File: src/hw/c64_mem_pkg.sv
package c64_mem_pkg;

	// ==================================================
	// Basic types of the shared memory
	// ==================================================
	typedef logic [7:0] byte_t;

	// 64K main RAM plus a second 64K bank for the tape image
	localparam int ADDR_W_DEF = 17;

	localparam logic [16:0] TAP_BASE_DEF = 17'h10000;

	// ==================================================
	// BASIC zero page pointers, low byte address given
	// ==================================================
	localparam logic [15:0] PTR_TXT = 16'h002B;
	localparam logic [15:0] PTR_VAR = 16'h002D;
	localparam logic [15:0] PTR_ARY = 16'h002F;
	localparam logic [15:0] PTR_STR = 16'h0031;
	localparam logic [15:0] PTR_SAVE = 16'h00AC;
	localparam logic [15:0] PTR_LOAD_END = 16'h00AE;

	// Start of BASIC text after a cold start
	localparam logic [15:0] TXT_START_DEF = 16'h0801;

endpackage

File: src/hw/mem_port_if.sv
`timescale 1ns/1ps

interface mem_port_if
	import c64_mem_pkg::*;
#(
	parameter int ADDR_W = ADDR_W_DEF
) ();

	// Request side, held until gnt
	logic              req;
	logic              we;
	logic [ADDR_W-1:0] addr;
	byte_t             wdata;

	// Arbiter side
	logic              gnt;
	byte_t             rdata;
	logic              rvalid;

	modport requester (
		output req, we, addr, wdata,
		input  gnt, rdata, rvalid
	);

	modport arbiter (
		input  req, we, addr, wdata,
		output gnt, rdata, rvalid
	);

endinterface

File: src/hw/mem_arbiter.sv
`timescale 1ns/1ps

module mem_arbiter
	import c64_mem_pkg::*;
#(
	parameter int ADDR_W = ADDR_W_DEF
) (
	input  logic              clk_sys,
	input  logic              RESET,
	mem_port_if.arbiter       host,
	mem_port_if.arbiter       load,
	mem_port_if.arbiter       tape,
	output logic              ram_en_o,
	output logic              ram_we_o,
	output logic [ADDR_W-1:0] ram_addr_o,
	output byte_t             ram_wdata_o,
	input  byte_t             ram_rdata_i
);

	// One bit per requester that had a read granted last cycle
	// bit 0 host, bit 1 loader, bit 2 tape
	logic [2:0] rd_owner;

	// ==================================================
	// Fixed priority select, host > loader > tape
	// ==================================================
	always_comb begin
		host.gnt = host.req;
		load.gnt = load.req && !host.req;
		tape.gnt = tape.req && !host.req && !load.req;

		ram_en_o = host.req || load.req || tape.req;

		if (host.req) begin
			ram_we_o    = host.we;
			ram_addr_o  = host.addr;
			ram_wdata_o = host.wdata;
		end else if (load.req) begin
			ram_we_o    = load.we;
			ram_addr_o  = load.addr;
			ram_wdata_o = load.wdata;
		end else begin
			ram_we_o    = tape.we;
			ram_addr_o  = tape.addr;
			ram_wdata_o = tape.wdata;
		end
	end

	always_ff @(posedge clk_sys) begin
		if (RESET) begin
			rd_owner <= '0;
		end else begin
			rd_owner[0] <= host.gnt && !host.we;
			rd_owner[1] <= load.gnt && !load.we;
			rd_owner[2] <= tape.gnt && !tape.we;
		end
	end

	// RAM output is shared, rvalid tells whose read it is
	assign host.rdata  = ram_rdata_i;
	assign load.rdata  = ram_rdata_i;
	assign tape.rdata  = ram_rdata_i;

	assign host.rvalid = rd_owner[0];
	assign load.rvalid = rd_owner[1];
	assign tape.rvalid = rd_owner[2];

endmodule

File: src/flat_wrapper.sv
// flat-port wrapper written by rule: the top's interface ports become plain ports
module mem_arbiter_flat import c64_mem_pkg::*;
#(
	parameter int ADDR_W = ADDR_W_DEF
)
  (clk_sys, RESET, ram_en_o, ram_we_o, ram_addr_o, ram_wdata_o, ram_rdata_i, host_req, host_we, host_addr, host_wdata, host_gnt, host_rdata, host_rvalid, load_req, load_we, load_addr, load_wdata, load_gnt, load_rdata, load_rvalid, tape_req, tape_we, tape_addr, tape_wdata, tape_gnt, tape_rdata, tape_rvalid);
  mem_port_if #(.ADDR_W(ADDR_W)) host_i ();
  mem_port_if #(.ADDR_W(ADDR_W)) load_i ();
  mem_port_if #(.ADDR_W(ADDR_W)) tape_i ();
  input  logic clk_sys;
  input  logic RESET;
  output logic ram_en_o;
  output logic ram_we_o;
  output logic [ADDR_W-1:0] ram_addr_o;
  output byte_t ram_wdata_o;
  input  byte_t ram_rdata_i;
  input wire logic [$bits(host_i.req)-1:0] host_req;
  input wire logic [$bits(host_i.we)-1:0] host_we;
  input wire logic [$bits(host_i.addr)-1:0] host_addr;
  input wire logic [$bits(host_i.wdata)-1:0] host_wdata;
  output wire logic [$bits(host_i.gnt)-1:0] host_gnt;
  output wire logic [$bits(host_i.rdata)-1:0] host_rdata;
  output wire logic [$bits(host_i.rvalid)-1:0] host_rvalid;
  input wire logic [$bits(load_i.req)-1:0] load_req;
  input wire logic [$bits(load_i.we)-1:0] load_we;
  input wire logic [$bits(load_i.addr)-1:0] load_addr;
  input wire logic [$bits(load_i.wdata)-1:0] load_wdata;
  output wire logic [$bits(load_i.gnt)-1:0] load_gnt;
  output wire logic [$bits(load_i.rdata)-1:0] load_rdata;
  output wire logic [$bits(load_i.rvalid)-1:0] load_rvalid;
  input wire logic [$bits(tape_i.req)-1:0] tape_req;
  input wire logic [$bits(tape_i.we)-1:0] tape_we;
  input wire logic [$bits(tape_i.addr)-1:0] tape_addr;
  input wire logic [$bits(tape_i.wdata)-1:0] tape_wdata;
  output wire logic [$bits(tape_i.gnt)-1:0] tape_gnt;
  output wire logic [$bits(tape_i.rdata)-1:0] tape_rdata;
  output wire logic [$bits(tape_i.rvalid)-1:0] tape_rvalid;
  assign host_i.req = host_req;
  assign host_i.we = host_we;
  assign host_i.addr = host_addr;
  assign host_i.wdata = host_wdata;
  assign host_gnt = host_i.gnt;
  assign host_rdata = host_i.rdata;
  assign host_rvalid = host_i.rvalid;
  assign load_i.req = load_req;
  assign load_i.we = load_we;
  assign load_i.addr = load_addr;
  assign load_i.wdata = load_wdata;
  assign load_gnt = load_i.gnt;
  assign load_rdata = load_i.rdata;
  assign load_rvalid = load_i.rvalid;
  assign tape_i.req = tape_req;
  assign tape_i.we = tape_we;
  assign tape_i.addr = tape_addr;
  assign tape_i.wdata = tape_wdata;
  assign tape_gnt = tape_i.gnt;
  assign tape_rdata = tape_i.rdata;
  assign tape_rvalid = tape_i.rvalid;
  mem_arbiter #(.ADDR_W(ADDR_W)) u_core (.clk_sys(clk_sys), .RESET(RESET), .host(host_i), .load(load_i), .tape(tape_i), .ram_en_o(ram_en_o), .ram_we_o(ram_we_o), .ram_addr_o(ram_addr_o), .ram_wdata_o(ram_wdata_o), .ram_rdata_i(ram_rdata_i));
endmodule
File: config.mk
export PLATFORM = sky130hd
export DESIGN_NAME = mem_arbiter_flat
export DESIGN_NICKNAME = d
export VERILOG_FILES = /design/src/hw/c64_mem_pkg.sv /design/src/hw/mem_port_if.sv /design/src/hw/mem_arbiter.sv /design/src/flat_wrapper.sv
export SDC_FILE = /design/constraint.sdc
export NUM_CORES = 1
export LEC_CHECK = 0
export BUFFER_PORTS_ARGS = -buffer_cell sky130_fd_sc_hd__buf_2
export CAP_MARGIN = 0
export CORE_MARGIN = 1
export CORE_UTILIZATION = 25
export CTS_CLUSTER_DIAMETER = 30
export CTS_CLUSTER_SIZE = 20
export DETAILED_ROUTE_END_ITERATION = 16
export GPL_ROUTABILITY_DRIVEN = 0
export PLACE_DENSITY = 0.84
export SLEW_MARGIN = 15
export SYNTH_ARGS = -nofsm -noshare
export SYNTH_HDL_FRONTEND = slang
export SYNTH_SLANG_ARGS = --single-unit
File: constraint.sdc
create_clock -name clk_sys -period 0.8 [get_ports clk_sys]
set_clock_uncertainty 0.2 [all_clocks]
set_input_delay 0.04 -clock clk_sys [delete_from_list [all_inputs] [get_ports clk_sys]]
set_output_delay 0.04 -clock clk_sys [all_outputs]
set_load 0.03 [all_outputs]
### Word level (Yosys, flattened, before mapping)

Index checks and enable logic that the tools add are counted.

| cells by class | value |
|---|---|
| mux-type cells | 6 |
| reductions and logical operators | 13 |

Operator list:

| kind | number |
|---|---|
| 2-to-1 mux 17 bit | 2 |
| 2-to-1 mux 8 bit | 2 |
| logical AND 1 bit | 6 |
| zero test 1 bit | 5 |
| logical OR 1 bit | 2 |
| 2-to-1 mux 1 bit | 2 |

| storage, ports and cells | value |
|---|---|
| register bits after elaboration | 3 |
| input bits | 91 |
| output and inout bits | 57 |
| logic and storage cells | 20 |

### Depth between registers and ports, before layout

Gate-level depths: netlist (run 1).

| logic depth | value |
|---|---|
| depth after elaboration | 4 |
| mapped depth | 4 |
| mapped depth without buffers | 2 |

### Worst setup path after synthesis (run 1)

No wires, ideal clock.

| timing path | value |
|---|---|
| path type | in2reg |
| from | in load_req |
| to | reg u_core.rd_owner[2] |
| library setup time | 0.072 ns |
| arrival | 0.891 ns |
| required time | 0.528 ns |
| path slack | -0.363 ns |
| cell stages on the path | 3 |
| path buffers | 1 |
| cell sequence | buf_6 -> nor3b_2 -> nor3b_2 |

| between the ends | value |
|---|---|
| longest elaborated chain between the ends | 3 |

Ends and longest elaborated chain:

| element | line | RTL |
|---|---|---|
| start: declaration | flat_wrapper.sv:24 | `input wire logic [$bits(load_i.req)-1:0] load_req;` |
| zero test 1 bit | mem_arbiter.sv:30 | `tape.gnt = tape.req && !host.req && !load.req;` |
| logical AND 1 bit | mem_arbiter.sv:30 |  |
| via tape_gnt | flat_wrapper.sv:35 | `output wire logic [$bits(tape_i.gnt)-1:0] tape_gnt;` |
| logical AND 1 bit | mem_arbiter.sv:55 | `rd_owner[2] <= tape.gnt && !tape.we;` |
| end signal: assignment | mem_arbiter.sv:55 |  |
| end: declaration | mem_arbiter.sv:22 | `logic [2:0] rd_owner;` |

The timed path passes the listed nets, and every way through them passes these cells.
A chain may end at the register's enable or synchronous reset.

### Worst setup path in the final report (run 1)

| timing path | value |
|---|---|
| from | in load_req |
| to | out ram_we_o |

| between the ends | value |
|---|---|
| longest elaborated chain between the ends | 2 |

Ends and longest elaborated chain:

| element | line | RTL |
|---|---|---|
| 2-to-1 mux 1 bit | mem_arbiter.sv:38 | `end else if (load.req) begin` |
| 2-to-1 mux 1 bit | mem_arbiter.sv:34 | `if (host.req) begin` |
| end: declaration | flat_wrapper.sv:13 | `output logic ram_we_o;` |

No other way between the ends.

==> flow_summary.toml, run 1 <==
[detailed_routing]
detail-route-antenna-nets = 0
drt_pass1_iterations = 4
dr_total_vias = 1234
drt_wl_total_um = 3410
drt_iter0_markers = 19
wl_per_cell_um = 12.8
remaining_drc_errors = 0
vias_per_cell = 4.64

[sta]
fin_crit_sh_pct = 137
maxSlewViolCount = 0
period_minus_slack_ns = 1.10
rsz0062_at_grt = "true"
max_freq_mhz = 913
fin_ws_ns = -0.296
relSlewSlack_pct = 88.1
worstMarginPinSlew_ns = 0.174
finalHoldViolCount = 27
hold_ws_ns = -0.199
setup_violations = 33

[worst_hold_path]
hold_path_end = "u_core.rd_owner[1]"
worstHoldStart = "RESET"
worst_hold_path_type = "primary input to flop"
min_path_cells = 2

[cells_and_area]
num_antenna_cells = 0
multiInputGateArea_um2 = 853
n_fill_cell = 287
top_regs = "u_core.rd_owner x3"
area_growth_pct = 124
final_nets = 312
largest_reg_flops = 3
layout-drive-gt1-share_pct = 83.6
final_cells = 266
final_cell_area_mm2 = 0.00197
seqCellArea_um2 = 63.8
top_register = "u_core.rd_owner"

[placement]
pre_cts_ws_ns = -0.400
dp_cells = 259
port_buffers = 115
postPlaceCellArea_mm2 = 0.00151
dp.final_hpwl_um = 2360

[floorplanning]
io_pins = 148
die_w_um = 61.2
dieHeight_um = 61.2
start_util_pct = 26.3
die_area_mm2 = 0.00375
rows = 21
core_mm2 = 0.00334

[synthesis]
yosys_warnings = 0
synth-seq-cells = 3
synth_cell_type_count = 15
synth_cells = 120
ys_seq_area_share_pct = 6.85
synthesis.area_um2 = 877
syn_nets = 211
avgSynthCellArea_um2 = 7.31

[grt]
globalRouteOverflowTotal = 0
grt_usage_pct = 17.9
antenna_found_initial = 0
grt_max_degree = 14
first_global_vias = 1140
grt_pass1_wl_um = 4870

[power_and_ir_drop]
ir_worst_vdd_uv = 512
powerDensity_mw_per_mm2 = 916
cellLeakagePower_nw = 0.958
finalPower_mw = 1.80

[critical_path]
start_kind = "primary input"
cp.required_ns = 0.56
cp_max_fo = 5
end_kind = "output port"
crit_type = "primary input to output port"
cp.arrival_ns = 0.86

[run_status]
violations = "negative hold slack, negative setup slack"
outcome = "finished with violations"

[job]
maxCapViolations = 0

[clock_network]
clkSlewWorstSetupHoldPaths_ns = 0.04
htreeDepth = 1
clock-root-buffer = "clkbuf_4"
cts_tree = "built"
cts_made_buffers = 3
clock_path_buffers = 2
clock_sinks = 3
==> cell families after synthesis <==
family	Yosys count	synth area share, %
AOI/OAI and AO/OA	25	14.3
buffers and inverters	34	30.4
DFF	3	6.85
muxes	27	31.1
and+or+nand+nor	31	17.4
==> synthesized netlist by cell type (all sizes together) <==
cell,instances,share of area (%)
nand2,25,11
clkbuf,2,0.86
mux2,2,2.6
buf,32,30
nor3b,4,5.1
and2b,1,0.86
dfxtp,3,6.8
or3,1,0.71
mux2i,25,29
o21ai,25,14
==> where the power goes <==
part	switching (mW)	internal (mW)	total [mW]
clock	0.0908	0.188	0.279
combinational	0.684	0.683	1.37
sequential	0.00198	0.155	0.157
total	0.777	1.03	1.80
==> metal layers <==
metal | up-vias | wire, um | global-route usage [%]
met4 | 0 | 61 | 7.14
li1 | 592 | - | -
met2 | 77 | 1960 | 37.4
met5 | - | 0 | 0
met3 | 10 | 303 | 3.57
met1 | 555 | 1090 | 16.3
==> placed cells by master, fill, tap and decap left out <==
| master | instances |
|---|---|
| or3_4 | 1 |
| mux2_4 | 1 |
| mux2i_4 | 10 |
| mux2_2 | 1 |
| buf_6 | 28 |
| clkbuf_4 | 3 |
| mux2i_1 | 9 |
| dfxtp_2 | 3 |
| nand2_1 | 25 |
| and2b_2 | 1 |
| nor3b_1 | 1 |
| clkbuf_1 | 1 |
| buf_8 | 1 |
| o21ai_2 | 19 |
| nor3b_4 | 1 |
| buf_2 | 85 |
| o21ai_4 | 6 |
| buf_4 | 10 |
| buf_12 | 4 |
| buf_16 | 2 |
| mux2i_2 | 6 |
| nor3b_2 | 2 |
==> worst max-delay path by stage <==
stage | start | endpoint | slack (ns) | cells past startpoint
after floorplan | load_req | u_core.rd_owner[2] | -0.21 | 3
after global routing | load_req | ram_we_o | -0.32 | 4
after detailed placement | load_req | ram_wdata_o[6] | -0.40 | 5
final | load_req | ram_we_o | -0.30 | 4
after CTS | load_req | ram_we_o | -0.29 | 4
after global placement | load_req | ram_addr_o[16] | -0.35 | 5
==> critical path, cell delays in order <==
cell and delay (ns):
buf_12 0.12, mux2_4 0.29, mux2_2 0.27, buf_6 0.14
==> stage by stage <==
| stage | TNS (ns) | utilization [%] |
|---|---|---|
| floorplan | -4.26 | - |
| global placement | -8.95 | 45.1 |
| detailed placement | -9.55 | 45.1 |
| CTS | -6.89 | 57.3 |
| global route | -7.47 | 58.9 |
| finish | -6.40 | 58.9 |
==> area by class of cell <==
type	instances	share of cell area, %
Multi-Input combinational cell	83	43.4
Clock buffer	4	1.34
Tap cell	46	2.93
Sequential cell	3	3.24
Timing Repair Buffer	130	49.1
==> what timing repair did <==
action	CTS	global route
endpoints found under the setup margin	34	34
gates resized for setup	80	17
hold endpoints to repair	27	27
setup buffers	1	0
pin swaps	2	3
gates cloned	3	0
Power figures use the tool's default switching activity.
==> inputs of run 2 (changes only) <==
Settings changed: PLACE_DENSITY 0.84 to 0.77, SKIP_CTS_REPAIR_TIMING from default to 1.
==> run 2 against run 1 <==
Compared with the run above:
- the flow still finishes with violations (negative hold slack, negative setup slack)
- total power is 9.9% lower
- global-route usage is 5.9 points lower
- clock power is 4% lower
- sequential cell count stayed put
- utilization is 5.8 points lower
- sequential share of layout area is 0.36 points higher
- critical path depth is 1 higher
==> flow_summary.toml, run 2 (synthesis gave the netlist of run 1 again) <==
[power_and_ir_drop]
ir_worst_vdd_uv = 384
powerDensity_mw_per_mm2 = 917
cellLeakagePower_nw = 0.912

[sta]
rsz0062_at_grt = "true"
period_minus_slack_ns = 1.10
maxSlewViolCount = 0
worstMarginPinSlew_ns = 0.242
fin_tns_setup_ns = -6.58
hold_ws_ns = -0.195
relSlewSlack_pct = 83.5
fin_crit_sh_pct = 137
setup_violations = 33
fin_ws_ns = -0.296
finalHoldViolCount = 27
max_freq_mhz = 913

[clock_network]
clock_path_buffers = 2
cts_made_buffers = 3
clock-root-buffer = "clkbuf_4"
clkSlewWorstSetupHoldPaths_ns = 0.04
htreeDepth = 1
cts_tree = "built"
clock_sinks = 3

[floorplanning]
io_pins = 148
rows = 21
core_mm2 = 0.00334
die_w_um = 61.2
dieHeight_um = 61.2
start_util_pct = 26.3
die_area_mm2 = 0.00375

[critical_path]
cp-startpoint = "load_req"
slowest_delay_ns = 0.30
slowest_stage = "mux2i_2"
end_kind = "output port"
crit_end = "ram_wdata_o[6]"
crit_family = "buffers and inverters"
cp.required_ns = 0.56
cp.depth = 5
crit_type = "primary input to output port"
cp_cell_sequence = "buf_12, buf_12, mux2i_2, o21ai_4, buf_2"
cp_max_fo = 10
cp.arrival_ns = 0.86
worst-path-buf-inv = 3
cp_common_cell = "buf_12"
start_kind = "primary input"

[cells_and_area]
multiInputGateArea_um2 = 781
n_fill_cell = 323
layout_commonest_cell = "buf_2"
layout-drive-gt1-share_pct = 80.6
mostFrequentLayoutCells = "buf_2, nand2_1, o21ai_2"
top_regs = "u_core.rd_owner x3"
seqCellArea_um2 = 63.8
top_register = "u_core.rd_owner"
final_nets = 308
final_cell_area_mm2 = 0.00177
area_growth_pct = 102
num_antenna_cells = 0
largest_reg_flops = 3

[job]
maxCapViolations = 0

[run_status]
violations = "negative hold slack, negative setup slack"
outcome = "finished with violations"

[grt]
globalRouteOverflowTotal = 0
grt_usage_pct = 11.9
grt_max_degree = 33
antenna_found_initial = 0
first_global_vias = 864
grt_pass1_wl_um = 3360

[detailed_routing]
vias_per_cell = 4.46
drt_pass1_iterations = 4
wl_per_cell_um = 11.4
remaining_drc_errors = 0
drt_iter0_markers = 10
dr_total_vias = 1169
detail-route-antenna-nets = 0
drt_wl_total_um = 2980

[placement]
dp.final_hpwl_um = 2170
postPlaceCellArea_mm2 = 0.00148
port_buffers = 115

[worst_hold_path]
worst_hold_path_type = "primary input to flop"
==> run 2: how the worst min path moves through the flow <==
stage                              start                  to  slack, ns  cells after the start
after global placement    ram_rdata_i[3]       tape_rdata[3]      -0.12                      0
after global routing               RESET  u_core.rd_owner[1]      -0.19                      2
after detailed placement  ram_rdata_i[3]       tape_rdata[3]      -0.12                      0
final                              RESET  u_core.rd_owner[2]      -0.20                      2
after floorplan                  load_we  u_core.rd_owner[1]      -0.09                      1
after CTS                          RESET  u_core.rd_owner[2]      -0.19                      2
==> run 2: layer usage <==
layer	global-route usage (%)	share of wire (%)
met3	2.31	9.3
met2	22.7	53
met1	12.2	37
met5	0	0
met4	6.49	1.5
==> run 2: stage by stage <==
| stage | worst slack, ns | instances | total power [mW] | utilization, % |
|---|---|---|---|---|
| 3_5_place_dp | -0.399 | 255 | 1.16 | 44.2 |
| 3_3_place_gp | -0.356 | 255 | 1.15 | 44.2 |
| 6_report | -0.296 | 262 | 1.62 | 53.1 |
| 2_1_floorplan | -0.207 | 120 | 1.05 | - |
| 4_1_cts | -0.403 | 259 | 1.44 | 45.0 |
| 5_1_grt | -0.318 | 262 | 1.74 | 53.1 |
==> run 2: final cells by class <==
cell class	instances	share of cell area, %
sequential	3	3.60
timing repair buffer	126	47.6
clock buffer	4	1.48
tap	46	3.25
multi-input combinational	83	44.1
==> run 2: power breakdown <==
| group | total, mW | internal (mW) | switching (mW) |
|---|---|---|---|
| logic | 1.20 | 0.571 | 0.630 |
| registers | 0.157 | 0.155 | 0.00195 |
| clock network | 0.267 | 0.187 | 0.0796 |
| total | 1.62 | 0.913 | 0.711 |
==> inputs of run 3 (changes only) <==
Settings changed: CELL_PAD_IN_SITES_DETAIL_PLACEMENT from default to 1, CELL_PAD_IN_SITES_GLOBAL_PLACEMENT from default to 1, CORE_UTILIZATION 25 to 14, PLACE_DENSITY 0.77 to 0.76.
Clock period 0.8 ns to 1 ns, I/O delays scaled along.
==> run 3 against run 2 <==
Compared with the run above:
- the flow still finishes with violations (negative hold slack, negative setup slack)
- via count up 5.5%
- highest routed layer unchanged
- largest cell class unchanged
- first-iteration DRC count increased by 10%
- utilization fell by 21 points
- sequential cell count did not move
- critical path depth shrank 1
- combinational power is 14% lower
- sequential power fell by 20%
- non-clock buffer count increased by 1
- setup slack improved by 0.17 ns
- critical path type unchanged
==> flow_summary.toml, run 3 (synthesis gave the netlist of run 1 again) <==
[detailed_routing]
remaining_drc_errors = 0
detail-route-antenna-nets = 0
dr_total_vias = 1233
drt_wl_total_um = 4270
wl_per_cell_um = 14.6
vias_per_cell = 4.22
drt_pass1_iterations = 4
drt_iter0_markers = 11

[clock_network]
clock_path_buffers = 2
cts_made_buffers = 3
clock-root-buffer = "clkbuf_8"
clkSlewWorstSetupHoldPaths_ns = 0.03
htreeDepth = 1
clock_sinks = 3
cts_tree = "built"

[grt]
globalRouteOverflowTotal = 0
grtUsageMet1_pct = 8.24
use_met2_pct = 21.9
grt_max_degree = 27
first_global_vias = 1192
grtUsageMet3_pct = 1.01
busiest_layer = "met2"
antenna_found_initial = 0
grt_usage_pct = 9.82
grt_pass1_wl_um = 5060

[sta]
hold_ws_ns = -0.159
fin_crit_sh_pct = 112
finalHoldViolCount = 27
fin_ws_ns = -0.123
max_freq_mhz = 891
relSlewSlack_pct = 84.7
period_minus_slack_ns = 1.12
setup_violations = 23
maxSlewViolCount = 0
rsz0062_at_grt = "true"
worstMarginPinSlew_ns = 0.226

[cells_and_area]
top_register = "u_core.rd_owner"
mostFrequentLayoutCells = "buf_2, nand2_1, buf_4"
top_regs = "u_core.rd_owner x3"
layout_commonest_cell = "buf_2"
n_fill_cell = 726
layout-drive-gt1-share_pct = 79.3
largest_reg_flops = 3
multiInputGateArea_um2 = 825
post-route-util_pct = 31.7
num_antenna_cells = 0
final_cells = 292
seqCellArea_um2 = 60.1
final_nets = 309
area_growth_pct = 116

[critical_path]
cp-startpoint = "load_req"
end_kind = "output port"
cp_max_fo = 5
cp.required_ns = 0.75
crit_end = "ram_we_o"
start_kind = "primary input"
cp.arrival_ns = 0.87
crit_type = "primary input to output port"

[power_and_ir_drop]
powerDensity_mw_per_mm2 = 797
cellLeakagePower_nw = 0.925
ir_worst_vdd_uv = 300
finalPower_mw = 1.51

[placement]
dp_cells = 284
dp.final_hpwl_um = 2930
port_buffers = 115

[floorplanning]
core_mm2 = 0.00599
rows = 28
die_w_um = 81.2
die_area_mm2 = 0.00659
io_pins = 148
dieHeight_um = 81.2
start_util_pct = 14.6

[worst_hold_path]
worst_hold_path_type = "primary input to flop"

[job]
maxCapViolations = 0

[run_status]
violations = "negative hold slack, negative setup slack"
outcome = "finished with violations"
run 3: final cells by class:
cell class	instances	area share [%]
Multi-Input combinational cell	83	43.5
Sequential cell	3	3.17
Timing Repair Buffer	127	46.0
Clock buffer	4	2.37
Tap cell	75	4.95
run 3: per-stage QoR:
stage	hold slack, ns	worst slack, ns	TNS [ns]	cell area [um2]
floorplan	-0.0812	-0.125	-0.728	1050
global placement	-0.0996	-0.198	-3.77	1540
detailed placement	-0.0996	-0.233	-4.53	1540
CTS	-0.176	-0.234	-4.48	1580
global route	-0.161	-0.145	-1.97	1900
finish	-0.159	-0.123	-1.20	1900
run 3: worst min path at each step:
stage / slack [ns] / from / cells past startpoint / end
6_report: -0.16 / host_we / 2 / u_core.rd_owner[0]
5_1_grt: -0.16 / host_we / 2 / u_core.rd_owner[0]
4_1_cts: -0.18 / host_we / 2 / u_core.rd_owner[0]
3_5_place_dp: -0.1 / ram_rdata_i[1] / 0 / load_rdata[1]
3_3_place_gp: -0.1 / ram_rdata_i[1] / 0 / load_rdata[1]
2_1_floorplan: -0.08 / load_we / 1 / u_core.rd_owner[1]
run 3: power by group:
| group | switching, mW | leakage [nW] | internal, mW |
|---|---|---|---|
| sequential | 0.00116 | 0.0244 | 0.124 |
| clock | 0.0828 | 0.0228 | 0.272 |
| combinational | 0.540 | 0.878 | 0.491 |
| total | 0.624 | 0.925 | 0.887 |
run 3: layer usage:
layer | part of all wire [%] | wire [um] | vias up
li1 | - | - | 579
met1 | 30 | 1280 | 566
met2 | 60 | 2560 | 71
met3 | 7.1 | 302 | 17
met4 | 3.0 | 126 | 0
met5 | 0 | 0 | -
run 3: worst max-delay path, stage by stage:
cell and delay [ns]:
buf_12 0.12, mux2_4 0.29, mux2_2 0.28, buf_6 0.14
