<file path="config.mk">
export PLATFORM = sky130hd
export DESIGN_NAME = prg_loader_flat
export DESIGN_NICKNAME = d
export VERILOG_FILES = /design/src/hw/c64_load_pkg.sv /design/src/hw/c64_mem_pkg.sv /design/src/hw/mem_port_if.sv /design/src/hw/prg_loader.sv /design/src/flat_wrapper.sv
export SDC_FILE = /design/constraint.sdc
export NUM_CORES = 1
export LEC_CHECK = 0
export ABC_CLOCK_PERIOD_IN_PS = 3460
export BUFFER_PORTS_ARGS = -buffer_cell sky130_fd_sc_hd__buf_2
export CORE_MARGIN = 2
export CORE_UTILIZATION = 54
export CTS_BUF_LIST = sky130_fd_sc_hd__clkbuf_4 sky130_fd_sc_hd__clkbuf_8 sky130_fd_sc_hd__clkbuf_16
export CTS_CLUSTER_DIAMETER = 80
export CTS_CLUSTER_SIZE = 14
export DETAILED_ROUTE_END_ITERATION = 8
export GPL_TIMING_DRIVEN = 0
export PLACE_DENSITY_LB_ADDON = 0.08
export SETUP_SLACK_MARGIN = 0.4
export SYNTH_ARGS = -nofsm -noshare
export SYNTH_HDL_FRONTEND = slang
export SYNTH_SLANG_ARGS = --single-unit
</file>
<file path="constraint.sdc">
create_clock -name clk_sys -period 3.46 [get_ports clk_sys]
set_clock_uncertainty 0.1 [all_clocks]
set_input_delay 0.346 -clock clk_sys [delete_from_list [all_inputs] [get_ports clk_sys]]
set_output_delay 0.346 -clock clk_sys [all_outputs]
set_load 0.005 [all_outputs]
</file>
<file path="src/hw/c64_load_pkg.sv">
package c64_load_pkg;

	// ==================================================
	// Download file types, numbered as in the OSD menu
	// ==================================================
	typedef enum logic [7:0] {
		DL_PRG = 8'd4,
		DL_TAP = 8'd6
	} dl_index_e;

	// Program loader phases
	typedef enum logic [2:0] {
		LD_IDLE,
		LD_HDR_LO,
		LD_HDR_HI,
		LD_DATA,
		LD_INJECT
	} loader_state_e;

	// Tape transport
	typedef enum logic [1:0] {
		TP_EMPTY,
		TP_STOPPED,
		TP_PLAYING
	} tape_state_e;

endpackage

</file>
<file path="src/hw/c64_mem_pkg.sv">
package c64_mem_pkg;

	// ==================================================
	// Basic types of the shared memory
	// ==================================================
	typedef logic [7:0] byte_t;

	// 64K main RAM plus a second 64K bank for the tape image
	localparam int ADDR_W_DEF = 17;

	localparam logic [16:0] TAP_BASE_DEF = 17'h10000;

	// ==================================================
	// BASIC zero page pointers, low byte address given
	// ==================================================
	localparam logic [15:0] PTR_TXT = 16'h002B;
	localparam logic [15:0] PTR_VAR = 16'h002D;
	localparam logic [15:0] PTR_ARY = 16'h002F;
	localparam logic [15:0] PTR_STR = 16'h0031;
	localparam logic [15:0] PTR_SAVE = 16'h00AC;
	localparam logic [15:0] PTR_LOAD_END = 16'h00AE;

	// Start of BASIC text after a cold start
	localparam logic [15:0] TXT_START_DEF = 16'h0801;

endpackage

</file>
<file path="src/hw/mem_port_if.sv">
`timescale 1ns/1ps

interface mem_port_if
	import c64_mem_pkg::*;
#(
	parameter int ADDR_W = ADDR_W_DEF
) ();

	// Request side, held until gnt
	logic              req;
	logic              we;
	logic [ADDR_W-1:0] addr;
	byte_t             wdata;

	// Arbiter side
	logic              gnt;
	byte_t             rdata;
	logic              rvalid;

	modport requester (
		output req, we, addr, wdata,
		input  gnt, rdata, rvalid
	);

	modport arbiter (
		input  req, we, addr, wdata,
		output gnt, rdata, rvalid
	);

endinterface

</file>
<file path="src/hw/prg_loader.sv">
`timescale 1ns/1ps

module prg_loader
	import c64_mem_pkg::*;
	import c64_load_pkg::*;
#(
	parameter int                ADDR_W   = ADDR_W_DEF,
	parameter logic [ADDR_W-1:0] TAP_BASE = ADDR_W'(TAP_BASE_DEF)
) (
	input  logic              clk_sys,
	input  logic              RESET,
	input  logic              dl_active_i,
	input  dl_index_e         dl_index_i,
	input  logic              dl_wr_i,
	input  logic [ADDR_W-1:0] dl_addr_i,
	input  byte_t             dl_data_i,
	mem_port_if.requester     mem,
	output logic              tap_done_o,
	output logic [ADDR_W-1:0] tap_len_o,
	output logic              load_busy_o
);

	loader_state_e     state;
	loader_state_e     phase;
	logic              tap_mode;
	logic              tap_now;
	logic [15:0]       wr_addr;
	logic [ADDR_W-1:0] tap_cnt;
	logic [3:0]        inj_idx;
	logic [15:0]       inj_ptr;
	logic [15:0]       inj_val;
	logic [15:0]       inj_addr;
	byte_t             inj_data;

	// A download may start with its first strobe, so IDLE forwards
	// straight into the entry phase of the file type
	always_comb begin
		phase = state;
		if (state == LD_IDLE && dl_active_i) begin
			if (dl_index_i == DL_PRG) begin
				phase = LD_HDR_LO;
			end else if (dl_index_i == DL_TAP) begin
				phase = LD_DATA;
			end
		end
	end

	assign tap_now = (state == LD_IDLE) ? (dl_index_i == DL_TAP) : tap_mode;

	// ==================================================
	// BASIC pointer table, as a LOAD command leaves it
	// ==================================================
	always_comb begin
		case (inj_idx[3:1])
			3'd0: begin
				inj_ptr = PTR_TXT;
				inj_val = TXT_START_DEF;
			end
			3'd1: begin
				inj_ptr = PTR_SAVE;
				inj_val = 16'h0000;
			end
			3'd2: begin
				inj_ptr = PTR_VAR;
				inj_val = wr_addr;
			end
			3'd3: begin
				inj_ptr = PTR_ARY;
				inj_val = wr_addr;
			end
			3'd4: begin
				inj_ptr = PTR_STR;
				inj_val = wr_addr;
			end
			default: begin
				inj_ptr = PTR_LOAD_END;
				inj_val = wr_addr;
			end
		endcase
		inj_addr = inj_ptr + 16'(inj_idx[0]);
		inj_data = inj_idx[0] ? inj_val[15:8] : inj_val[7:0];
	end

	always_ff @(posedge clk_sys) begin
		if (RESET) begin
			state       <= LD_IDLE;
			tap_mode    <= 1'b0;
			mem.req     <= 1'b0;
			tap_done_o  <= 1'b0;
			load_busy_o <= 1'b0;
		end else begin
			tap_done_o <= 1'b0;
			if (mem.gnt) begin
				mem.req <= 1'b0;
			end
			if (state == LD_IDLE) begin
				tap_mode <= (dl_index_i == DL_TAP);
			end
			state <= phase;

			case (phase)
				LD_IDLE: begin
					tap_cnt <= '0;
					if (!mem.req || mem.gnt) begin
						load_busy_o <= 1'b0;
					end
				end
				// Load address, low byte first
				LD_HDR_LO: begin
					if (dl_wr_i) begin
						wr_addr[7:0] <= dl_data_i;
						load_busy_o  <= 1'b1;
						state        <= LD_HDR_HI;
					end else if (!dl_active_i) begin
						state <= LD_IDLE;
					end
				end
				LD_HDR_HI: begin
					if (dl_wr_i) begin
						wr_addr[15:8] <= dl_data_i;
						state         <= LD_DATA;
					end else if (!dl_active_i) begin
						state <= LD_IDLE;
					end
				end
				LD_DATA: begin
					if (dl_wr_i) begin
						load_busy_o <= 1'b1;
						mem.req     <= 1'b1;
						mem.wdata   <= dl_data_i;
						if (tap_now) begin
							mem.addr <= TAP_BASE + dl_addr_i;
							tap_cnt  <= tap_cnt + 1'b1;
						end else begin
							// wr_addr ends up as the load end address
							mem.addr <= ADDR_W'(wr_addr);
							wr_addr  <= wr_addr + 16'd1;
						end
					end
					if (!dl_active_i) begin
						if (tap_now) begin
							tap_done_o <= 1'b1;
							state      <= LD_IDLE;
						end else begin
							inj_idx <= '0;
							state   <= LD_INJECT;
						end
					end
				end
				LD_INJECT: begin
					if (!mem.req || mem.gnt) begin
						mem.req   <= 1'b1;
						mem.addr  <= ADDR_W'(inj_addr);
						mem.wdata <= inj_data;
						inj_idx   <= inj_idx + 4'd1;
						if (inj_idx == 4'd11) begin
							state <= LD_IDLE;
						end
					end
				end
			endcase
		end
	end

	assign mem.we    = 1'b1;
	assign tap_len_o = tap_cnt;

endmodule

</file>
<file path="src/flat_wrapper.sv">
// flat-port wrapper written by rule: the top's interface ports become plain ports
module prg_loader_flat import c64_mem_pkg::*; import c64_load_pkg::*;
#(
	parameter int                ADDR_W   = ADDR_W_DEF,
	parameter logic [ADDR_W-1:0] TAP_BASE = ADDR_W'(TAP_BASE_DEF)
)
  (clk_sys, RESET, dl_active_i, dl_index_i, dl_wr_i, dl_addr_i, dl_data_i, tap_done_o, tap_len_o, load_busy_o, mem_req, mem_we, mem_addr, mem_wdata, mem_gnt, mem_rdata, mem_rvalid);
  mem_port_if #(.ADDR_W(ADDR_W)) mem_i ();
  input  logic clk_sys;
  input  logic RESET;
  input  logic dl_active_i;
  input  dl_index_e dl_index_i;
  input  logic dl_wr_i;
  input  logic [ADDR_W-1:0] dl_addr_i;
  input  byte_t dl_data_i;
  output logic tap_done_o;
  output logic [ADDR_W-1:0] tap_len_o;
  output logic load_busy_o;
  output wire logic [$bits(mem_i.req)-1:0] mem_req;
  output wire logic [$bits(mem_i.we)-1:0] mem_we;
  output wire logic [$bits(mem_i.addr)-1:0] mem_addr;
  output wire logic [$bits(mem_i.wdata)-1:0] mem_wdata;
  input wire logic [$bits(mem_i.gnt)-1:0] mem_gnt;
  input wire logic [$bits(mem_i.rdata)-1:0] mem_rdata;
  input wire logic [$bits(mem_i.rvalid)-1:0] mem_rvalid;
  assign mem_req = mem_i.req;
  assign mem_we = mem_i.we;
  assign mem_addr = mem_i.addr;
  assign mem_wdata = mem_i.wdata;
  assign mem_i.gnt = mem_gnt;
  assign mem_i.rdata = mem_rdata;
  assign mem_i.rvalid = mem_rvalid;
  prg_loader #(.ADDR_W(ADDR_W), .TAP_BASE(TAP_BASE)) u_core (.clk_sys(clk_sys), .RESET(RESET), .dl_active_i(dl_active_i), .dl_index_i(dl_index_i), .dl_wr_i(dl_wr_i), .dl_addr_i(dl_addr_i), .dl_data_i(dl_data_i), .mem(mem_i), .tap_done_o(tap_done_o), .tap_len_o(tap_len_o), .load_busy_o(load_busy_o));
endmodule
</file>
# Word level (Yosys, flattened, before mapping)
# Index checks and enable logic that the tools add are counted.
# word_totals
out_inout_bits,46
ramBits,0
ff_bits,69
latchBits,0
memories,0
elab_cells,98
rom_bits,0
in_bits,47
# op_classes
bitwise_logic,2
div_mod_pow,0
shifts,0
magnitude_cmp,0
mux,41
n_eq_ne,20
n_reduce_logical,19
n_mul,0
add_sub_neg,5
# op_table
cell,n
17-bit two-way mux,5
17-bit one-hot mux with 2 select lines,2
8-bit one-hot mux with 2 select lines,3
8-bit one-hot mux with 5 select lines,1
16-bit two-way mux,2
16-bit one-hot mux with 2 select lines,1
3-bit two-way mux,10
8-bit two-way mux,3
17-bit by 1-bit adder with 17-bit output (second input constant),1
17-bit adder (first input constant),1
16-bit by 1-bit adder with 16-bit output (second input constant),1
8-bit by 3-bit equality test with 1-bit output (second input constant),2
5-bit AND reduction,3
3-bit by 2-bit equality test with 1-bit output (second input constant),4
4-bit two-way mux,3
3-bit one-hot mux with 4 select lines,1
2-bit inequality test (second input constant),5
2-bit nonzero test,5
8-bit by 1-bit adder with 9-bit output,1
3-bit logical NOT,3
2-bit by 1-bit inequality test with 1-bit output (second input constant),4
4-bit one-hot mux with 2 select lines,1
4-bit AND reduction,2
1-bit two-way mux,7
other kinds (12),16

# Depth between registers and ports, before layout
# Gate-level depths: netlist of run 1.
# depth
depth_word,8
ltp_mapped,7
depth_no_buf,5

# Least setup slack after synthesis of run 1
# No wires, ideal clock.
# synth_timing
path_type,input to register
from,in dl_index_i[5]
to,reg u_core.tap_cnt[0] (netlist: u_core.tap_len_o[0]) (enable)
required_ns,2.951
arrival_ns,2.447
n_path_buf,1
stages,5
setup_slack_ns,0.504
path_cell_list,nor4_4 -> and4_1 -> buf_4 -> o21ai_1 -> a2111oi_2
# synth_via
elab_chain_len,7
word_cells_on_any_way,12
cone_classes,5 x eq/ne; 4 x mux; 3 x reduce/logical
# synth_lines
element,line_no,text
from (decl),flat_wrapper.sv:12,input dl_index_e dl_index_i;
8-bit by 3-bit equality test with 1-bit output,"prg_loader.sv:42, prg_loader.sv:48",
3-bit two-way mux,prg_loader.sv:42,end else if (dl_index_i == DL_TAP) begin
3-bit two-way mux,prg_loader.sv:40,if (dl_index_i == DL_PRG) begin
3-bit two-way mux,prg_loader.sv:39,if (state == LD_IDLE && dl_active_i) begin
3-bit by 2-bit equality test with 1-bit output or 3-bit logical NOT (tied branches),prg_loader.sv:101,case (phase)
2-bit by 1-bit inequality test with 1-bit output (no source line) (tied with other cells),--,
4-bit AND reduction (no source line) *,--,
to (signal assigned),prg_loader.sv:133,tap_cnt <= tap_cnt + 1'b1;
to (decl),prg_loader.sv:28,logic [ADDR_W-1:0] tap_cnt;
# Mark *: on every way between the ends. The rest lies on a longest branch, timed or not.
# A chain may end at the register's enable or synchronous reset.

# Final worst setup path of run 1
# layout_timing
from,reg u_core.state[0]
to,reg u_core.tap_cnt[1] (netlist: u_core.tap_len_o[1]) (enable)
# layout_via
elab_chain_len,6
word_cells_on_any_way,12
cone_classes,3 x eq/ne; 4 x mux; 5 x reduce/logical
# layout_lines
element,line_no,text
from (decl),prg_loader.sv:23,loader_state_e state;
from (signal assigned),prg_loader.sv:99,state <= phase;
3-bit two-way mux or 3-bit logical NOT (tied branches),"prg_loader.sv:42, prg_loader.sv:39, prg_loader.sv:48",
3-bit two-way mux or 1-bit logical AND (tied branches),"prg_loader.sv:40, prg_loader.sv:39",
3-bit two-way mux,prg_loader.sv:39,
3-bit by 2-bit equality test with 1-bit output or 3-bit logical NOT (tied branches),prg_loader.sv:101,
2-bit by 1-bit inequality test with 1-bit output (no source line) (tied with other cells),--,
4-bit AND reduction (no source line) *,--,
# Marked as above.

==> impl_metrics.yaml, run 1 <==
sta:
  maxSlewHeadroom_pct: 52.65
  finalSetupViolCount: 0
  fin_crit_sh_pct: 79.52
  slew_violations: 0
  hold_viol: 0
  rsz0062_at_grt: "false"
  tns_ns: 0
  worst_pin_slew_ns: 0.7102
  period_needed_ns: 2.751
  fmax_mhz: 363.5
critical_path:
  cp.required_ns: 3.42
  crit_path_end_kind: "flop"
  cp.arrival_ns: 2.71
  start_kind: "flop"
  worst-path-max-fanout: 10
  r2r_cells: 7
  r2r_start: "u_core.state[0]$_SDFF_PP0_"
  crit_type: "reg2reg"
  rrSetupSlack_ns: 0.71
  r2r-end: "u_core.tap_len_o[1]$_SDFFCE_PP0P_"
grt:
  antenna_found_initial: 0
  track_usage_pct: 24.60
  grt_max_degree: 20
  first_global_vias: 3252
  grt_overflow_total: 0
  grt_first_pass_wirelength_mm: 15.86
yosys:
  synth-seq-cells: 69
  synth_edf_count: 62
  netlist_instances: 381
  yosysUniqueCellTypes: 52
  synth_nets: 433
  synthFlopType: "edfxtp_1"
  synth_area_sq_um: 3976
  yosysWarnings: 0
  avgSynthCellArea_sq_um: 10.44
  async_flop_share_pct: 0
  synth.yosys.seq_area_share_pct: 50.35
routing:
  routed_wl_mm: 9.443
  drt_iter0_markers: 226
  drt.antenna.violating_nets: 0
  vias: 3413
  wire_per_inst_um: 16.23
  dr.pass1.iters: 5
  drc: 0
  vias_per_cell: 5.864
clock_tree:
  clock-sinks: 69
  cts_buffer_depth: 2
  post_cts_buffers: 0
  clk_latency_ns: 0.35
  cts_inserted_buffers: 9
  cts_tree: "built"
  htreeDepth: 3
  ctsRootBufferMaster: "clkbuf_8"
  cts_resized: 0
  hold_buffers: 0
  cts.clk_slew.worst_paths_ns: 0.08
run:
  drv_cap: 0
layout:
  design_area_sq_um: 4818
  final_cell_mix: "86 x buf_2, 62 x edfxtp_1, 33 x o21ai_0"
  post-route-util_pct: 67.15
  layout.cells.non_filler: 582
  register_area_sq_um: 2002
  fill_cells: 580
  syn_to_final_growth_pct: 21.18
  diodes: 0
  fin_nets: 530
  drive_above_1_share_pct: 27.33
  layout_commonest_cell: "buf_2"
  multi_input_area_sq_um: 1837
die:
  die_x_um: 89.81
  io_pins: 93
  core_sq_um: 7176
  die_y_um: 89.81
  rows: 31
  dieArea_sq_um: 8066
  start_util_pct: 55.41
power:
  power_density_nw_per_um2: 380.6
  power.leakage_uw: 0.001816
  peakVddDrop_mv: 0.2358
outcome:
  status: "finished clean"
placed_design:
  dpl.hpwl_mm: 7.045
  postPlaceCellArea_sq_um: 4581
  numPortBuffers: 82
  dp_cells: 566
  globalplace.congestion: 0.9010
worst_hold_path:
  hold_path_class: "in2reg"
  hold_depth: 2
  hold_start: "dl_active_i"
  hold_end: "u_core.tap_done_o$_SDFF_PP0_"
[routing by layer]
metal	GRT usage, %	wire, um
met4	10.13	188
met1	32.48	4123
met5	0	0
met2	40.40	4535
met3	4.443	595
[kinds of logic (layout without fill, tap and decap cells)]
group | count (synthesis) | count (layout) | synth area share, %
fa+ha+maj | 5 | 5 | 1.573
mux | 19 | 19 | 5.916
flops | 69 | 69 | 50.35
buf+inv | 37 | 139 | 4.185
simple gates | 129 | 129 | 17.53
xor+xnor | 31 | 31 | 6.828
other cells | 1 | 1 | 0.09431
compound gates | 90 | 90 | 13.53
[worst max-delay path: stages (launching register included)]
cell	delay, ns
dfxtp_1	0.31
buf_2	0.20
nor3_1	0.12
nor2b_1	0.23
clkbuf_1	0.41
o21ai_1	0.18
a2111oi_4	0.68
buf_6	0.24
[cell usage after synthesis (all sizes together), types with 11 or more instances]
| cell type | instances | share of area, % |
|---|---|---|
| edfxtp | 62 | 47 |
| o21ai | 34 | 4.3 |
| nor2 | 30 | 2.8 |
| a21oi | 24 | 3.0 |
| nand3 | 24 | 3.1 |
| nand2 | 23 | 2.4 |
| clkbuf | 17 | 1.6 |
| xor2 | 16 | 3.5 |
| xnor2 | 15 | 3.3 |
| a31oi | 12 | 1.9 |
| mux2 | 12 | 4.2 |
| inv | 11 | 1.0 |
[state kept, by name, indices dropped and copies added (netlist names)]
signal,count
u_core.mem.addr,17
u_core.tap_len_o,17
u_core.wr_addr,16
u_core.mem.wdata,8
u_core.inj_idx,4
u_core.state,3
u_core.load_busy_o,1
u_core.mem.req,1
u_core.tap_done_o,1
u_core.tap_mode,1
[power by group]
part / switching, uW / internal, uW
Clock: 329 / 475
Sequential: 14.7 / 915
Combinational: 48.7 / 51.3
[per-stage QoR]
stage / hold WS [ns] / power, uW / setup WS (ns)
after floorplan: 0.3245 / 995.0 / 0.5039
after global placement: 0.4282 / 1042 / -0.2871
after detailed placement: 0.4464 / 1048 / 0.5432
after CTS: 0.1182 / 1836 / 0.7254
after global routing: 0.1546 / 1875 / 0.4934
final: 0.1288 / 1834 / 0.7087
[worst max path at each step]
| stage | from | slack [ns] | endpoint |
|---|---|---|---|
| final | u_core.state[0]$_SDFF_PP0_ | 0.71 | u_core.tap_len_o[1]$_SDFFCE_PP0P_ |
| after global routing | u_core.state[0]$_SDFF_PP0_ | 0.49 | u_core.tap_len_o[1]$_SDFFCE_PP0P_ |
| after CTS | u_core.state[0]$_SDFF_PP0_ | 0.73 | u_core.tap_len_o[5]$_SDFFCE_PP0P_ |
| after detailed placement | dl_index_i[5] | 0.54 | u_core.tap_len_o[13]$_SDFFCE_PP0P_ |
| after global placement | dl_index_i[5] | -0.29 | u_core.tap_len_o[10]$_SDFFCE_PP0P_ |
| after floorplan | dl_index_i[5] | 0.50 | u_core.tap_len_o[0]$_SDFFCE_PP0P_ |
[area by class of cell]
class / instances / area share [%]
flip-flops and latches: 69 / 41.55
multi-input cells: 275 / 38.12
repair buffers: 86 / 9.374
plain buffers: 26 / 2.597
clock buffers: 9 / 2.571
well taps: 99 / 2.571
clock inverters: 7 / 2.363
inverters: 11 / 0.8569
No activity file was read; power rests on OpenSTA's default activity.
==> inputs of run 2 (changes only) <==
- ABC_AREA: unset -> 1
- ABC_CLOCK_PERIOD_IN_PS: 3460 -> 2510
- CORE_UTILIZATION: 54 -> 49
- clock period: 3.46 -> 2.51 ns (I/O delays scaled with it)
==> impl_metrics.yaml, run 2 <==
layout:
  fin_nets: 614
  final_cell_mix: "104 x nand2_1, 88 x buf_2, 62 x edfxtp_1"
  drive_above_1_share_pct: 29.98
  syn_to_final_growth_pct: 29.99
  layout_commonest_cell: "nand2_1"
  post-route-util_pct: 65.31
  diodes: 0
yosys:
  synth_commonest_cells: "107 x nand2_1, 62 x edfxtp_1, 52 x nor2_1"
  avgSynthCellArea_sq_um: 8.539
  synth.yosys.seq_area_share_pct: 52.10
  async_flop_share_pct: 0
  synth_nets: 502
  netlist_instances: 450
  synth_edf_count: 62
  synth_area_leaders: "edfxtp_1 48%, nand2_1 10%, nor2_1 5.1%"
  synthFlopType: "edfxtp_1"
  yosysUniqueCellTypes: 39
  synth-seq-cells: 69
  yosysTopAreaCell: "edfxtp_1"
  yosysWarnings: 0
  yosysMostFrequentCell: "nand2_1"
  synth_top_cell_area_share_pct: 48.45
  synth_area_sq_um: 3842
die:
  die_x_um: 92.56
  rows: 32
  dieArea_sq_um: 8566
  start_util_pct: 50.25
  core_sq_um: 7647
  io_pins: 93
  die_y_um: 92.56
clock_tree:
  htreeDepth: 3
  clk_latency_ns: 0.34
  ctsRootBufferMaster: "clkbuf_8"
  cts_buffer_depth: 2
  hold_buffers: 0
  clock-sinks: 69
  cts_tree: "built"
  cts.clk_slew.worst_paths_ns: 0.08
  cts_inserted_buffers: 9
sta:
  slew_violations: 0
  finalSetupViolCount: 0
  fmax_mhz: 490.4
  hold_viol: 0
  period_needed_ns: 2.039
  fin_crit_sh_pct: 81.25
  setup_ws_ns: 0.4707
  rsz0062_at_grt: "false"
grt:
  first_global_vias: 3252
  grt_overflow_total: 0
  track_usage_pct: 23.25
  grt_first_pass_wirelength_mm: 15.61
  grt_max_degree: 18
  antenna_found_initial: 0
power:
  p_seq_share_pct: 51.2
  power_density_nw_per_um2: 493.7
  power.leakage_uw: 0.002159
  internal_power_uw: 1981
  switching_share_pct: 19.66
  switching_power_uw: 484.7
  peakVddDrop_mv: 0.4243
  combPwrFrac_pct: 4.6
  clockPowerShare_pct: 44.2
critical_path:
  crit_type: "reg2reg"
  r2r-end: "u_core.mem.addr[0]$_DFFE_PP_"
  rrSetupSlack_ns: 0.47
  crit_path_end_kind: "flop"
  start_kind: "flop"
  cp.required_ns: 2.48
  r2r_start: "u_core.state[1]$_SDFF_PP0_"
  crit_start: "u_core.state[1]$_SDFF_PP0_"
  r2r_cells: 11
  cp.arrival_ns: 2.01
  worst-path-max-fanout: 6
routing:
  drc: 0
  wire_per_inst_um: 14.44
  vias: 3437
  drt_iter0_markers: 239
  routed_wl_mm: 9.658
  dr.pass1.iters: 4
  drt.antenna.violating_nets: 0
  vias_per_cell: 5.138
worst_hold_path:
  hold_path_class: "in2reg"
  hold_depth: 2
  hold_end: "u_core.tap_mode$_SDFF_PP0_"
  hold_start: "RESET"
run:
  drv_cap: 0
placed_design:
  globalplace.congestion: 0.9246
  numPortBuffers: 82
  dpl.hpwl_mm: 6.815
  dp_slack_ns: -0.05136
outcome:
  status: "finished clean"
## run 2: cell count changes after synthesis, sizes merged, moves of 11 or more
cell / previous run / this run
nand2: 23 / 111
mux2: 12 / 0
nor2: 30 / 55
xnor2: 15 / 1
inv: 11 / 55
clkbuf: 17 / 3
o21ai: 34 / 45
## run 2: cells by family after synthesis
kind of cell / count (synthesis) / share of synthesized area [%]
AO/OA/AOI/OAI: 85 / 12.37
XOR/XNOR: 12 / 2.735
adder cells (fa/ha/maj): 5 / 1.628
buffers and inverters: 69 / 7.554
flip-flops: 69 / 52.10
other: 1 / 0.09759
AND/OR/NAND/NOR: 209 / 23.51
## run 2: worst max-delay path, cell delays in order, from the launching register on
cell	delay, ns
dfxtp_2	0.34
inv_2	0.11
nand3_4	0.09
nor2_4	0.13
nand2_2	0.09
nand3_4	0.13
nor2_4	0.05
nand2_2	0.11
buf_8	0.13
o21ai_4	0.10
nor2_4	0.21
clkbuf_16	0.17
## run 2: layer usage
layer  up-vias  track usage [%]  wire length [um]
met5         -                0                 0
met4         0            7.214               199
met3        20            4.475               623
met2       131            39.05              4655
met1      1547            30.53              4179
li1       1739                -                 -
## run 2: how the worst max path moves through the flow
stage	to	slack, ns	depth (start not counted)
finish	u_core.mem.addr[0]$_DFFE_PP_	0.47	11
global route	u_core.mem.addr[0]$_DFFE_PP_	0.38	11
CTS	u_core.mem.addr[12]$_SDFFCE_PN0P_	0.43	12
detailed placement	u_core.wr_addr[6]$_DFFE_PP_	-0.05	11
global placement	u_core.wr_addr[5]$_DFFE_PP_	0.02	11
floorplan	u_core.mem.addr[0]$_DFFE_PP_	0.40	11
## run 2: through the flow
step                setup TNS [ns]  instances  hold WS [ns]  instance area (sq um)  power (uW)
finish                           0        669       0.02822                   4995        2466
CTS                              0        656       0.02500                   4843        2471
global route                     0        669       0.02533                   4995        2539
floorplan                        0        450        0.2201                   3924        1334
detailed placement         -0.4092        634        0.3702                   4462        1391
global placement                 0        634        0.3616                   4462        1389
## run 2: layout make-up
| cell class | instances | area (sq um) |
|---|---|---|
| fillers | 677 | 2653 |
| flip-flops and latches | 69 | 2007 |
| multi-input cells | 313 | 1703 |
| repair buffers | 100 | 613.1 |
| inverters | 55 | 216.5 |
| clock buffers | 11 | 138.9 |
| well taps | 102 | 127.6 |
| clock inverters | 5 | 98.84 |
| plain buffers | 14 | 90.09 |
## run 2: timing repair
item                       CTS  global route
gates cloned                 1             1
setup endpoints to repair   62            69
pin swaps                    4             5
gates resized for setup     10            11
setup buffers                5            12
## run 2: power by group through the flow
stage	clock (uW)	combinational, uW	sequential (uW)
floorplan	0	46.2	1290
global placement	0	101	1290
detailed placement	0	102	1290
CTS	1100	111	1260
global route	1150	127	1260
finish	1090	113	1260
